--- config.mk ---
export PLATFORM = sky130hd
export DESIGN_NAME = fpu_top
export DESIGN_NICKNAME = d
export VERILOG_FILES = /design/src/fpu_pkg.sv /design/src/fpu_decode.sv /design/src/fpu_cmp_sign.sv /design/src/fpu_convert.sv /design/src/fpu_result.sv /design/src/fpu_top.sv
export VERILOG_INCLUDE_DIRS = /design/src
export SDC_FILE = /design/constraint.sdc
export NUM_CORES = 1
export LEC_CHECK = 0
export ABC_AREA = 1
export BUFFER_PORTS_ARGS = -buffer_cell sky130_fd_sc_hd__buf_2
export CAP_MARGIN = 20
export CORE_MARGIN = 5
export CORE_UTILIZATION = 35
export CTS_CLUSTER_SIZE = 28
export DETAILED_ROUTE_END_ITERATION = 10
export PLACE_DENSITY = 0.49
export REMOVE_ABC_BUFFERS = 1
export SLEW_MARGIN = 20
export SYNTH_ARGS = -nofsm -noshare
export SYNTH_HDL_FRONTEND = slang
export SYNTH_SLANG_ARGS = --single-unit
--- constraint.sdc ---
create_clock -name clk -period 7.7 [get_ports clk]
set_clock_uncertainty 0.2 [all_clocks]
set_input_delay 1.925 -clock clk [delete_from_list [all_inputs] [get_ports clk]]
set_output_delay 1.925 -clock clk [all_outputs]
set_load 0.1 [all_outputs]
--- src/fpu_config.svh ---
`ifndef FPU_CONFIG_SVH
`define FPU_CONFIG_SVH

// ========================================
// Floating-point slot build parameters
// ========================================

// Width of an operand or result word
`define FPU_WID 32

// Width of the function field of the instruction word
`define FPU_FUNC_WID 5

// Register stages between an operand change and a valid convert result
`define FPU_CVT_LAT 2

// Latency counter width, wide enough to hold FPU_CVT_LAT without wrapping
`define FPU_CNT_WID 4

`endif

--- src/fpu_pkg.sv ---
`include "fpu_config.svh"

package fpu_pkg;

	// ========================================
	// Word types
	// ========================================

	// Single-precision float or two's complement integer
	typedef logic [`FPU_WID-1:0] fp_word_t;

	// Function code and major opcode fields of the instruction word
	typedef logic [`FPU_FUNC_WID-1:0] fpu_func_t;
	typedef logic [6:0] fpu_opcode_t;

	// Rounding mode, 0 is nearest-even and 1 is toward zero
	typedef logic [2:0] rnd_mode_t;

	// Opcode sits in the upper bits, function code in the lower bits
	typedef struct packed {
		fpu_opcode_t opcode;
		fpu_func_t   func;
	} fpu_instr_t;

	// ========================================
	// Opcode and function codes
	// ========================================

	parameter fpu_opcode_t OP_FLT = 7'h4c;

	// Sign manipulation
	parameter fpu_func_t FN_FABS   = 5'h00;
	parameter fpu_func_t FN_FNEG   = 5'h01;
	parameter fpu_func_t FN_SGNJ   = 5'h02;
	parameter fpu_func_t FN_SGNJN  = 5'h03;
	parameter fpu_func_t FN_SGNJX  = 5'h04;
	// Classification
	parameter fpu_func_t FN_ISNAN  = 5'h05;
	parameter fpu_func_t FN_FINITE = 5'h06;
	parameter fpu_func_t FN_FSIGN  = 5'h07;
	// Comparison
	parameter fpu_func_t FN_FSEQ   = 5'h08;
	parameter fpu_func_t FN_FSNE   = 5'h09;
	parameter fpu_func_t FN_FSLT   = 5'h0a;
	parameter fpu_func_t FN_FSLE   = 5'h0b;
	parameter fpu_func_t FN_FCMP   = 5'h0c;
	// Pipelined conversions
	parameter fpu_func_t FN_FTOI   = 5'h10;
	parameter fpu_func_t FN_ITOF   = 5'h11;
	parameter fpu_func_t FN_FTRUNC = 5'h12;

	// Sub-operation codes of the convert unit
	parameter logic [1:0] CVT_FTOI   = 2'd0;
	parameter logic [1:0] CVT_ITOF   = 2'd1;
	parameter logic [1:0] CVT_FTRUNC = 2'd2;

	// Decoded control shared by the execute units and the result stage
	typedef struct packed {
		logic       valid;
		logic       cvt_sel;
		logic [1:0] cvt_op;
		fpu_func_t  func;
	} fpu_ctrl_t;

endpackage

--- src/fpu_decode.sv ---
module fpu_decode (
	input  fpu_pkg::fpu_instr_t instr,
	output fpu_pkg::fpu_ctrl_t  ctrl
);

	// Only the scalar float major opcode is handled by this slot
	logic op_hit;

	assign op_hit = (instr.opcode == fpu_pkg::OP_FLT);

	// ========================================
	// Function lookup
	// ========================================

	always_comb begin
		ctrl.valid   = 1'b0;
		ctrl.cvt_sel = 1'b0;
		ctrl.cvt_op  = fpu_pkg::CVT_FTOI;
		// The function code goes through untouched so the compare unit
		// can pick its result without looking at the instruction again
		ctrl.func    = instr.func;
		if (op_hit) begin
			case (instr.func)
				// Single-cycle operations handled by the compare/sign unit
				fpu_pkg::FN_FABS,
				fpu_pkg::FN_FNEG,
				fpu_pkg::FN_SGNJ,
				fpu_pkg::FN_SGNJN,
				fpu_pkg::FN_SGNJX,
				fpu_pkg::FN_ISNAN,
				fpu_pkg::FN_FINITE,
				fpu_pkg::FN_FSIGN,
				fpu_pkg::FN_FSEQ,
				fpu_pkg::FN_FSNE,
				fpu_pkg::FN_FSLT,
				fpu_pkg::FN_FSLE,
				fpu_pkg::FN_FCMP: begin
					ctrl.valid = 1'b1;
				end
				// Conversions run through the two-stage pipeline
				fpu_pkg::FN_FTOI: begin
					ctrl.valid   = 1'b1;
					ctrl.cvt_sel = 1'b1;
					ctrl.cvt_op  = fpu_pkg::CVT_FTOI;
				end
				fpu_pkg::FN_ITOF: begin
					ctrl.valid   = 1'b1;
					ctrl.cvt_sel = 1'b1;
					ctrl.cvt_op  = fpu_pkg::CVT_ITOF;
				end
				fpu_pkg::FN_FTRUNC: begin
					ctrl.valid   = 1'b1;
					ctrl.cvt_sel = 1'b1;
					ctrl.cvt_op  = fpu_pkg::CVT_FTRUNC;
				end
				// Unlisted codes stay invalid and read back as zero
				default: begin
					ctrl.valid = 1'b0;
				end
			endcase
		end
	end

endmodule

--- src/fpu_cmp_sign.sv ---
module fpu_cmp_sign (
	input  fpu_pkg::fpu_ctrl_t ctrl,
	input  fpu_pkg::fp_word_t  a,
	input  fpu_pkg::fp_word_t  b,
	output fpu_pkg::fp_word_t  cs_res
);

	logic              a_nan;
	logic              b_nan;
	logic              any_nan;
	logic              both_zero;
	logic              eq;
	logic              lt;
	logic              le;
	fpu_pkg::fp_word_t cmp_word;
	fpu_pkg::fp_word_t sign_word;

	// ========================================
	// Compare word
	// ========================================

	// NaN has an all-ones exponent and a nonzero fraction
	assign a_nan   = (&a[30:23]) && (|a[22:0]);
	assign b_nan   = (&b[30:23]) && (|b[22:0]);
	assign any_nan = a_nan | b_nan;

	// Plus and minus zero compare equal, so ignore the sign here
	assign both_zero = ~|a[30:0] && ~|b[30:0];

	assign eq = !any_nan && ((a == b) || both_zero);

	always_comb begin
		lt = 1'b0;
		if (!any_nan && !both_zero) begin
			case ({a[31], b[31]})
				2'b10:   lt = 1'b1;
				2'b01:   lt = 1'b0;
				// Same sign; for negatives the larger magnitude is smaller
				2'b00:   lt = (a[30:0] < b[30:0]);
				default: lt = (a[30:0] > b[30:0]);
			endcase
		end
	end

	assign le       = eq | lt;
	assign cmp_word = {29'd0, le, lt, eq};

	// Sign of a as +1.0, -1.0 or zero, a NaN passes through unchanged
	always_comb begin
		if (a_nan)
			sign_word = a;
		else if (~|a[30:0])
			sign_word = 32'h0000_0000;
		else
			sign_word = a[31] ? 32'hbf80_0000 : 32'h3f80_0000;
	end

	// ========================================
	// Result select
	// ========================================

	always_comb begin
		cs_res = '0;
		if (ctrl.valid) begin
			case (ctrl.func)
				fpu_pkg::FN_FABS:   cs_res = {1'b0, a[30:0]};
				fpu_pkg::FN_FNEG:   cs_res = {~a[31], a[30:0]};
				fpu_pkg::FN_SGNJ:   cs_res = {a[31], b[30:0]};
				fpu_pkg::FN_SGNJN:  cs_res = {~a[31], b[30:0]};
				fpu_pkg::FN_SGNJX:  cs_res = {a[31] ^ b[31], b[30:0]};
				fpu_pkg::FN_ISNAN:  cs_res = {31'd0, a_nan};
				fpu_pkg::FN_FINITE: cs_res = {31'd0, ~&a[30:23]};
				fpu_pkg::FN_FSIGN:  cs_res = sign_word;
				fpu_pkg::FN_FSEQ:   cs_res = {31'd0, cmp_word[0]};
				fpu_pkg::FN_FSNE:   cs_res = {31'd0, ~cmp_word[0]};
				fpu_pkg::FN_FSLT:   cs_res = {31'd0, cmp_word[1]};
				fpu_pkg::FN_FSLE:   cs_res = {31'd0, cmp_word[2]};
				fpu_pkg::FN_FCMP:   cs_res = cmp_word;
				// Conversion codes are answered by the convert unit
				default:            cs_res = '0;
			endcase
		end
	end

endmodule

--- src/fpu_convert.sv ---
module fpu_convert (
	input  logic               clk,
	input  logic               rst,
	input  logic [1:0]         cvt_op,
	input  fpu_pkg::rnd_mode_t rm,
	input  fpu_pkg::fp_word_t  a,
	output fpu_pkg::fp_word_t  cvt_res
);

	// Unpacked operand held between the two register stages
	typedef struct packed {
		logic [1:0]         op;
		fpu_pkg::rnd_mode_t rm;
		logic               sign;
		logic [7:0]         exp;
		logic [23:0]        man;
		logic [31:0]        mag;
		logic [4:0]         msb;
	} cvt_stage_t;

	cvt_stage_t        s1_d;
	cvt_stage_t        s1_q;
	logic [31:0]       in_mag;
	logic [4:0]        in_msb;
	logic [7:0]        k;
	logic [31:0]       ftoi_mag;
	fpu_pkg::fp_word_t ftoi_res;
	logic [22:0]       frac_mask;
	fpu_pkg::fp_word_t trunc_res;
	logic [31:0]       norm;
	logic              rnd_up;
	logic [23:0]       man_rnd;
	fpu_pkg::fp_word_t itof_res;

	// ========================================
	// Stage 1: unpack
	// ========================================

	// Integer magnitude for itof; the most negative value stays 2^31
	assign in_mag = a[31] ? (~a + 32'd1) : a;

	// Leading-one position, the highest set bit wins
	always_comb begin
		in_msb = 5'd0;
		for (int i = 0; i < 32; i++) begin
			if (in_mag[i])
				in_msb = 5'(i);
		end
	end

	always_comb begin
		s1_d.op   = cvt_op;
		s1_d.rm   = rm;
		s1_d.sign = a[31];
		s1_d.exp  = a[30:23];
		// Hidden bit is set for every nonzero exponent
		s1_d.man  = {|a[30:23], a[22:0]};
		s1_d.mag  = in_mag;
		s1_d.msb  = in_msb;
	end

	always_ff @(posedge clk or posedge rst) begin
		if (rst)
			s1_q <= '0;
		else
			s1_q <= s1_d;
	end

	// ========================================
	// Stage 2: shift, round and pack
	// ========================================

	// Unbiased exponent, only meaningful when exp is at least the bias
	assign k = s1_q.exp - 8'd127;

	// Float to integer, truncating toward zero with saturation
	always_comb begin
		ftoi_mag = '0;
		if (k >= 8'd23)
			ftoi_mag = {8'd0, s1_q.man} << (k - 8'd23);
		else
			ftoi_mag = {8'd0, s1_q.man} >> (8'd23 - k);
		if ((&s1_q.exp) && (|s1_q.man[22:0]))
			ftoi_res = 32'h7fff_ffff;
		else if (s1_q.exp >= 8'd158)
			ftoi_res = s1_q.sign ? 32'h8000_0000 : 32'h7fff_ffff;
		else if (s1_q.exp < 8'd127)
			ftoi_res = 32'h0000_0000;
		else
			ftoi_res = s1_q.sign ? (~ftoi_mag + 32'd1) : ftoi_mag;
	end

	// Clear the fraction bits below the binary point
	always_comb begin
		frac_mask = 23'h7f_ffff;
		if (k < 8'd23)
			frac_mask = 23'h7f_ffff << (8'd23 - k);
		if (s1_q.exp >= 8'd150)
			trunc_res = {s1_q.sign, s1_q.exp, s1_q.man[22:0]};
		else if (s1_q.exp < 8'd127)
			trunc_res = {s1_q.sign, 31'd0};
		else
			trunc_res = {s1_q.sign, s1_q.exp, s1_q.man[22:0] & frac_mask};
	end

	// Integer to float; bit 31 of norm is the leading one
	assign norm = s1_q.mag << (5'd31 - s1_q.msb);

	// Nearest-even rounds up past half or on a tie with an odd lsb
	assign rnd_up  = (s1_q.rm != 3'd1) && norm[7] && ((|norm[6:0]) || norm[8]);
	assign man_rnd = {1'b0, norm[30:8]} + {23'd0, rnd_up};

	always_comb begin
		if (~|s1_q.mag)
			itof_res = 32'h0000_0000;
		else
			// A carry out of the mantissa bumps the exponent by one
			itof_res = {s1_q.sign, 8'd127 + {3'd0, s1_q.msb} + {7'd0, man_rnd[23]},
				man_rnd[22:0]};
	end

	always_ff @(posedge clk or posedge rst) begin
		if (rst) begin
			cvt_res <= '0;
		end else begin
			case (s1_q.op)
				fpu_pkg::CVT_FTOI:   cvt_res <= ftoi_res;
				fpu_pkg::CVT_ITOF:   cvt_res <= itof_res;
				fpu_pkg::CVT_FTRUNC: cvt_res <= trunc_res;
				default:             cvt_res <= '0;
			endcase
		end
	end

endmodule

--- src/fpu_result.sv ---
`include "fpu_config.svh"

module fpu_result (
	input  logic                clk,
	input  logic                rst,
	input  logic                idle,
	input  fpu_pkg::fpu_instr_t instr,
	input  fpu_pkg::fpu_ctrl_t  ctrl,
	input  fpu_pkg::fp_word_t   a,
	input  fpu_pkg::fp_word_t   b,
	input  fpu_pkg::fp_word_t   cvt_res,
	input  fpu_pkg::fp_word_t   cs_res,
	output fpu_pkg::fp_word_t   res,
	output logic                done
);

	// Everything whose change restarts the latency count
	typedef struct packed {
		fpu_pkg::fpu_instr_t instr;
		fpu_pkg::fp_word_t   a;
		fpu_pkg::fp_word_t   b;
	} fpu_args_t;

	// Convert latency at the counter width
	localparam logic [`FPU_CNT_WID-1:0] CVT_LAT = `FPU_CVT_LAT;

	fpu_args_t              args_cur;
	fpu_args_t              args_q;
	logic                   arg_chg;
	logic [`FPU_CNT_WID-1:0] cnt;

	// ========================================
	// Argument change detector
	// ========================================

	assign args_cur = '{instr: instr, a: a, b: b};

	// A mismatch against last cycle's copy marks a new operation
	assign arg_chg = (args_cur != args_q);

	always_ff @(posedge clk or posedge rst) begin
		if (rst)
			args_q <= '0;
		else
			args_q <= args_cur;
	end

	// Cleared by a change, then counts up and holds at all ones
	always_ff @(posedge clk or posedge rst) begin
		if (rst)
			cnt <= '0;
		else if (arg_chg)
			cnt <= '0;
		else if (cnt != '1)
			cnt <= cnt + 1'b1;
	end

	// ========================================
	// Done and result select
	// ========================================

	// A conversion waits for the pipeline, everything else is immediate
	always_comb begin
		if (idle)
			done = 1'b0;
		else if (ctrl.cvt_sel)
			done = !arg_chg && (cnt >= CVT_LAT);
		else
			done = 1'b1;
	end

	// Invalid codes come back as zero from the compare/sign unit
	assign res = ctrl.cvt_sel ? cvt_res : cs_res;

endmodule

--- src/fpu_top.sv ---
module fpu_top (
	input  logic                clk,
	input  logic                rst,
	input  logic                idle,
	input  fpu_pkg::fpu_instr_t instr,
	input  fpu_pkg::rnd_mode_t  rm,
	input  fpu_pkg::fp_word_t   a,
	input  fpu_pkg::fp_word_t   b,
	output fpu_pkg::fp_word_t   res,
	output logic                done
);

	fpu_pkg::fpu_ctrl_t ctrl;
	fpu_pkg::fp_word_t  cvt_res;
	fpu_pkg::fp_word_t  cs_res;

	// Instruction decode, shared by both execute units
	fpu_decode u_decode (
		.instr (instr),
		.ctrl  (ctrl)
	);

	// Single-cycle compare, sign and class operations
	fpu_cmp_sign u_cmp_sign (
		.ctrl   (ctrl),
		.a      (a),
		.b      (b),
		.cs_res (cs_res)
	);

	// Free-running two-stage conversion pipeline
	fpu_convert u_convert (
		.clk     (clk),
		.rst     (rst),
		.cvt_op  (ctrl.cvt_op),
		.rm      (rm),
		.a       (a),
		.cvt_res (cvt_res)
	);

	// Latency tracking and output mux
	fpu_result u_result (
		.clk     (clk),
		.rst     (rst),
		.idle    (idle),
		.instr   (instr),
		.ctrl    (ctrl),
		.a       (a),
		.b       (b),
		.cvt_res (cvt_res),
		.cs_res  (cs_res),
		.res     (res),
		.done    (done)
	);

endmodule

==> impl_results.md, run 1 <==
* Startpoint types: input port
* Fin. Hold Viols at 0
* Count of cell types in the netlist at 66
* Placed instance area at 17720 um^2
* Post-synth top cells: nand2_1, nand3_1, inv_1
* Synth Flop Type: dfrtp_1
* CP required at 5580 ps
* Sequential element share of the synthesized area at a little under a quarter
* P_leak at 8.967 nW
* RSZ-0062 raised after global routing: no
* Clk_lat worst skew at roughly 470 ps
* Final ANT Viol Nets at 0
* # clock sinks at between 150 and 200
* Minimum clock period at just over 7000 ps
* Die Area at 51230 um^2
* Fin cells at between 3000 and 4000
* Num CTS Buffers at 17
* CTS Buffer Depth at 2
* Synth area leader: dfrtp_1
* Critical R2R Capture: u_convert.cvt_res[27]
* # DRC at 0
* Worst reg2reg path startpoint: u_convert.s1_q[1]
* Initial antenna violation count at 1
* CTS Hold Bufs at 0
* Number of flops mapped to enable cells by yosys at 0
* Total I/O pin count at ~120
* Effective utilization at floorplan at 35.26%
* Worst EP arrival at 5150 ps
* Setup crit start: a[1]
* Ant diodes at 0
* CTS resizes at 0
* Setup tns final at 0 ps
* Final instance area at 18310 um^2
* Synth async-reset ratio at 100.0%
* Max Clock Freq at around 140 MHz
* Initial DRT Pass Iterations at 7
* Worst rel slew slack at between 30 and 40%
* Via count at about 19000
* Yosys top cell area share at around a quarter
* Final Wtd Congestion at 0.9808
* # port buffers at between 100 and 150
* H-tree depth at 4
* CP max FO at 6
* Core Region at 46460 um^2
* CTS tree: yes
* Most instantiated library cell after synthesis: nand2_1
* Hold Crit Start: u_result.cnt[2]
* Layout cells sized above 1 at ~11%
* MaxCap Viol Count at 0
* Largest net degree at the start of global routing at between 90 and 100
* Clock Tree Root: clkbuf_16
* CP endpoint kind: output pin
* Postcts setup bufs at 0
* Cell area after synthesis at about 16000 um^2
* Status: complete, no violations
* Flop-to-flop setup slack at 1150 ps
* Syn Area/Cell at between 6 and 7 um^2
* Row cnt at roughly 80
* Slew @ Worst Pin at a little over 1000 ps
* DIE HEIGHT at between 200 and 250 um
* Fin Hold WS at ~400 ps
* Worst hold path class: reg -> reg
* Gr usage total at 28.75%
* Final setup fails at 0
* Synth top area cells: dfrtp_1, nand2_1, nand3_1
* Routed len/inst at approximately 23 um
* Via density at between 5 and 6
* WS Path Type: in -> out
* GRT overflow at 0
* Worst IR drop on VDD at around 0.15 mV
* First-pass GRT wire length at 111.5 mm
* Post-Synthesis Cells at roughly 2600
* Iter 0 DRT Violations at ~2200
* Power density over cell area at 167.9 nW/um^2
* R2R cell count at 26
* Crit share post-route at 94.51%
* Area Overhead vs Synth at 11.75%
* Synthesis Warnings at 0
* DP HPWL at between 60 and 70 mm
* Max-slew violations at 0
* Clock-pin slew of the registers on the worst-case setup and hold paths at approximately 70 ps
* Final core occ at between 30 and 40%
* Placed Cells at about 3300
* Final WL at 74.76 mm
* Final nets at 2829
* Die W at 226.3 um
* Synth Register Bits at about 150
* Worst Hold Depth at 2
* Hold path endpoint: u_result.cnt[2]
* Number of global-route vias before repair at 17314
-- power by group --
group,total [mW],leakage [nW],internal [mW],switching [mW]
sequential,0.931,1.83,0.870,0.0612
combinational,1.29,6.84,0.364,0.925
clock,0.853,0.291,0.433,0.420
total,3.07,8.97,1.67,1.41
-- routing by layer --
metal	wire length, um	share of wire [%]	up-vias	track usage, %
met4	2451	3.3	0	8.927
met1	33830	45	8937	41.61
li1	-	-	8924	-
met2	32900	44	804	44.54
met5	0	0	-	0
met3	5585	7.5	100	4.026
-- state kept, by name (all words and copies together) (netlist names) --
register and flops:
u_convert.cvt_res 32, u_convert.s1_q 43, u_result.args_q 75, u_result.cnt 4
-- worst max-delay path, cell delays in order --
cell      delay (ps)
buf_2            140
inv_1            170
ha_1             250
nand4_1          130
nor3_1           340
nand2_1          190
inv_1            110
nand4_1          120
nor2_1           210
nand4_1          120
o21ai_0          100
nand3_1          170
o21ai_0          190
a31oi_1           90
nand2_1           70
a211oi_1          50
o21ai_0          260
buf_2            500
-- cell type report --
class                   instances  area, um^2
clock buffers                  17       425.4
clock inverters                15       157.7
fillers                      5148       28150
inverters                     307        1157
multi-input cells            2071       10810
flip-flops and latches        154        3854
well taps                     607       759.5
repair buffers                148        1141
-- stage by stage --
stage | setup WS, ps | power (mW)
5_1_grt | 80.64 | 3.261
2_1_floorplan | -229.2 | 1.766
3_5_place_dp | 490.8 | 2.210
4_1_cts | 484.8 | 3.066
6_report | 422.6 | 3.074
3_3_place_gp | 494.3 | 2.207
-- cell usage in the layout, fill, tap and decap left out, types with 7 or more instances in the layout --
cell type  instances
o21ai_0          181
ha_1              48
buf_4             34
xor2_1            40
mux2i_1            7
a31oi_1           15
nor2_1           196
dfrtp_1          154
or2_2             16
a221oi_1           8
nand4_1           66
a211oi_1           7
o21ai_1           16
xnor2_1           36
o21bai_1           7
buf_2             93
a22o_1            22
o22ai_1           30
nand2_1          752
nand2_2           22
inv_2              9
nor2_2            20
o211ai_1          15
inv_1            292
clkbuf_16         17
nand3_1          326
buf_12            21
nor4_1            40
a21oi_1           67
nand2_4            7
nor3_1            36
nand3_2           29
-- logic make-up after synthesis --
| kind of cell | synth area share [%] |
|---|---|
| flip-flops | 23.53 |
| XOR/XNOR | 4.331 |
| multiplexers | 0.4278 |
| AND/OR/NAND/NOR | 42.77 |
| buffers and inverters | 10.51 |
| adder cells (fa/ha/maj) | 3.666 |
| AO/OA/AOI/OAI | 14.77 |
-- worst max-delay path by stage --
stage	slack, ps	cells past startpoint	endpoint
after floorplan	-230	16	res[0]
after global placement	490	18	res[0]
after detailed placement	490	18	res[0]
after CTS	480	18	res[0]
after global routing	80	19	res[0]
final	420	18	res[0]
No activity file was read; power rests on OpenSTA's default activity.
==> inputs of run 2 (changes only) <==
--- a/config.mk
+++ b/config.mk
@@ -7,7 +7,7 @@
 export NUM_CORES = 1
 export LEC_CHECK = 0
 export ABC_AREA = 1
-export BUFFER_PORTS_ARGS = -buffer_cell sky130_fd_sc_hd__buf_2
+export BUFFER_PORTS_ARGS = -buffer_cell sky130_fd_sc_hd__buf_4
 export CAP_MARGIN = 20
 export CORE_MARGIN = 5
 export CORE_UTILIZATION = 35
==> run 2 against run 1 <==
Sequential share of layout area about the same; largest cell class unchanged; worst setup slack got worse by 34 ps; maximum frequency shrank 0.46%; worst hold slack better by 18 ps; critical path depth did not move; first-iteration DRC count down 3.3%; utilization is essentially flat; global-route usage increased by 0.12 points; die area unchanged; critical path type unchanged.
==> impl_results.md, run 2 (same netlist as run 1, synthesis figures left out) <==
* CTS resizes at 0
* Final setup fails at 0
* GRT overflow at 0
* M1 WL at roughly 33 mm
* Total I/O pin count at around 120
* Worst rel slew slack at 34.69%
* Crit share post-route at 94.95%
* CTS tree: yes
* Effective utilization at floorplan at between 30% and 40%
* Routed len/inst at between 20 and 25 um
* CTS Hold Bufs at 0
* Switching pwr at about 1.4 mW
* Final Wtd Congestion at between 0.9 and 1
* Status: complete, no violations
* Final instance area at 18300 um^2
* Fin. Hold Viols at 0
* Placed instance area at 17690 um^2
* Num CTS Buffers at 17
* Postcts setup bufs at 0
* Largest net degree at the start of global routing at 91
* H-tree depth at 4
* Gate power share at 41.7%
* Final WL at approximately 75 mm
* Initial antenna violation count at 3
* Hold Crit Start: u_result.cnt[2]
* DP HPWL at approximately 60 mm
* Flop-to-flop setup slack at around 1800 ps
* Hold path endpoint: u_result.cnt[2]
* Worst IR drop on VDD at between 0.1 and 0.15 mV
* Setup crit start: a[1]
* Most frequent cells in the layout: nand2_1, nand3_1, inv_1
* Row cnt at just under 80
* Final nets at 2826
* Top sig layer: met5
* RSZ-0062 raised after global routing: no
* Clock-pin slew of the registers on the worst-case setup and hold paths at roughly 70 ps
* Worst reg2reg path startpoint: u_convert.s1_q[1]
* Max reg flops at 75
* Area Overhead vs Synth at 11.74%
* CP endpoint kind: output pin
* Slew @ Worst Pin at 978.5 ps
* CTS Buffer Depth at 2
* First-pass GRT wire length at about 110 mm
* Gr usage total at a little under 30%
* Number of global-route vias before repair at 17815
* Internal at roughly 1.7 mW
* R2R cell count at 26
* # port buffers at around 110
* DIE HEIGHT at 226.3 um
* Die W at 226.3 um
* CP max FO at 6
* Regs by FF count: u_result.args_q (75), u_convert.s1_q (43), u_convert.cvt_res (32)
* Max-slew violations at 0
* # DRC at 0
* Met2 WL at 32.99 mm
* P_leak at 8.971 nW
* Worst hold path class: reg -> reg
* CP required at about 5600 ps
* Layout cells sized above 1 at 11.22%
* WS Path Type: in -> out
* Setup tns final at 0 ps
* Most common cell after layout, fill and taps aside: nand2_1
* Switching Share at a little under half
* MaxCap Viol Count at 0
* Clk_lat worst skew at about 470 ps
* Clk network pwr share at 28.5%
* # clock sinks at 154
* Iter 0 DRT Violations at 2089
* Worst EP arrival at 5190 ps
* Clock Tree Root: clkbuf_16
* Worst Hold Depth at 2
* Via count at about 19000
* Minimum clock period at 7311 ps
* Biggest register: u_result.args_q
* Via density at 5.629
* WL met3 at roughly 5.6 mm
* Power density over cell area at about 170 nW/um^2
* Critical R2R Capture: u_convert.cvt_res[25]
* Startpoint types: input port
* Initial DRT Pass Iterations at 6
* Die Area at around 51000 um^2
* Max Clock Freq at between 100 and 150 MHz
* Core Region at about 46000 um^2
* Sequential power share at between 20 and 30%
* Final ANT Viol Nets at 0
==> run 2: cell count changes in the layout (fill, tap and decap cells not counted), sizes merged <==
cell / delta
inv: -2
diode: +3
bufinv: +1
clkinvlp: +1
buf: -3
==> run 2: stage by stage <==
| stage | hold WS (ps) | worst slack [ps] | power, mW | util (%) | cells |
|---|---|---|---|---|---|
| global placement | 398.1 | 459.5 | 2.220 | 38.06 | 3284 |
| CTS | 419.0 | 510.3 | 3.123 | 39.38 | 3316 |
| floorplan | 345.2 | -229.2 | 1.766 | - | 2532 |
| detailed placement | 406.4 | 508.4 | 2.224 | 38.07 | 3284 |
| finish | 420.3 | 388.7 | 3.126 | 39.40 | 3319 |
| global route | 481.5 | 48.25 | 3.319 | 39.38 | 3316 |
==> run 2: layout make-up <==
class | count | area (um^2)
timing repair buffer | 145 | 1101
clock buffer | 17 | 425.4
tap | 607 | 759.5
antenna | 3 | 7.507
multi-input combinational | 2071 | 10820
clock inverter | 15 | 183.9
sequential | 154 | 3854
inverter | 307 | 1157
fill | 5181 | 28150
==> run 2: how the worst max path moves through the flow <==
| stage | to | slack, ps |
|---|---|---|
| after floorplan | res[0] | -230 |
| after global placement | res[0] | 460 |
| after detailed placement | res[0] | 510 |
| after CTS | res[0] | 510 |
| after global routing | res[0] | 50 |
| final | res[0] | 390 |
==> run 2: worst max-delay path, cell delays in order <==
cell      delay, ps
buf_4           140
inv_1           160
ha_1            240
nand4_1         160
nor3_1          350
nand2_1         170
inv_1           110
nand4_1         140
nor2_1          190
nand4_1         100
o21ai_0         110
nand3_1         190
o21ai_0         190
a31oi_1          90
nand2_1          70
a211oi_1         50
o21ai_0         400
buf_4           380
==> run 2: layer usage <==
| layer | vias to the layer above | track usage, % |
|---|---|---|
| li1 | 8912 | - |
| met1 | 8876 | 40.39 |
| met2 | 762 | 44.77 |
| met3 | 132 | 4.881 |
| met4 | 2 | 10.98 |
| met5 | - | 0 |
==> run 2: power groups by stage <==
stage	sequential, mW	combinational [mW]	clock, mW
after floorplan	0.929	0.836	0
after global placement	0.944	1.28	0
after detailed placement	0.944	1.28	0
after CTS	0.929	1.29	0.909
after global routing	0.935	1.45	0.939
final	0.931	1.30	0.891
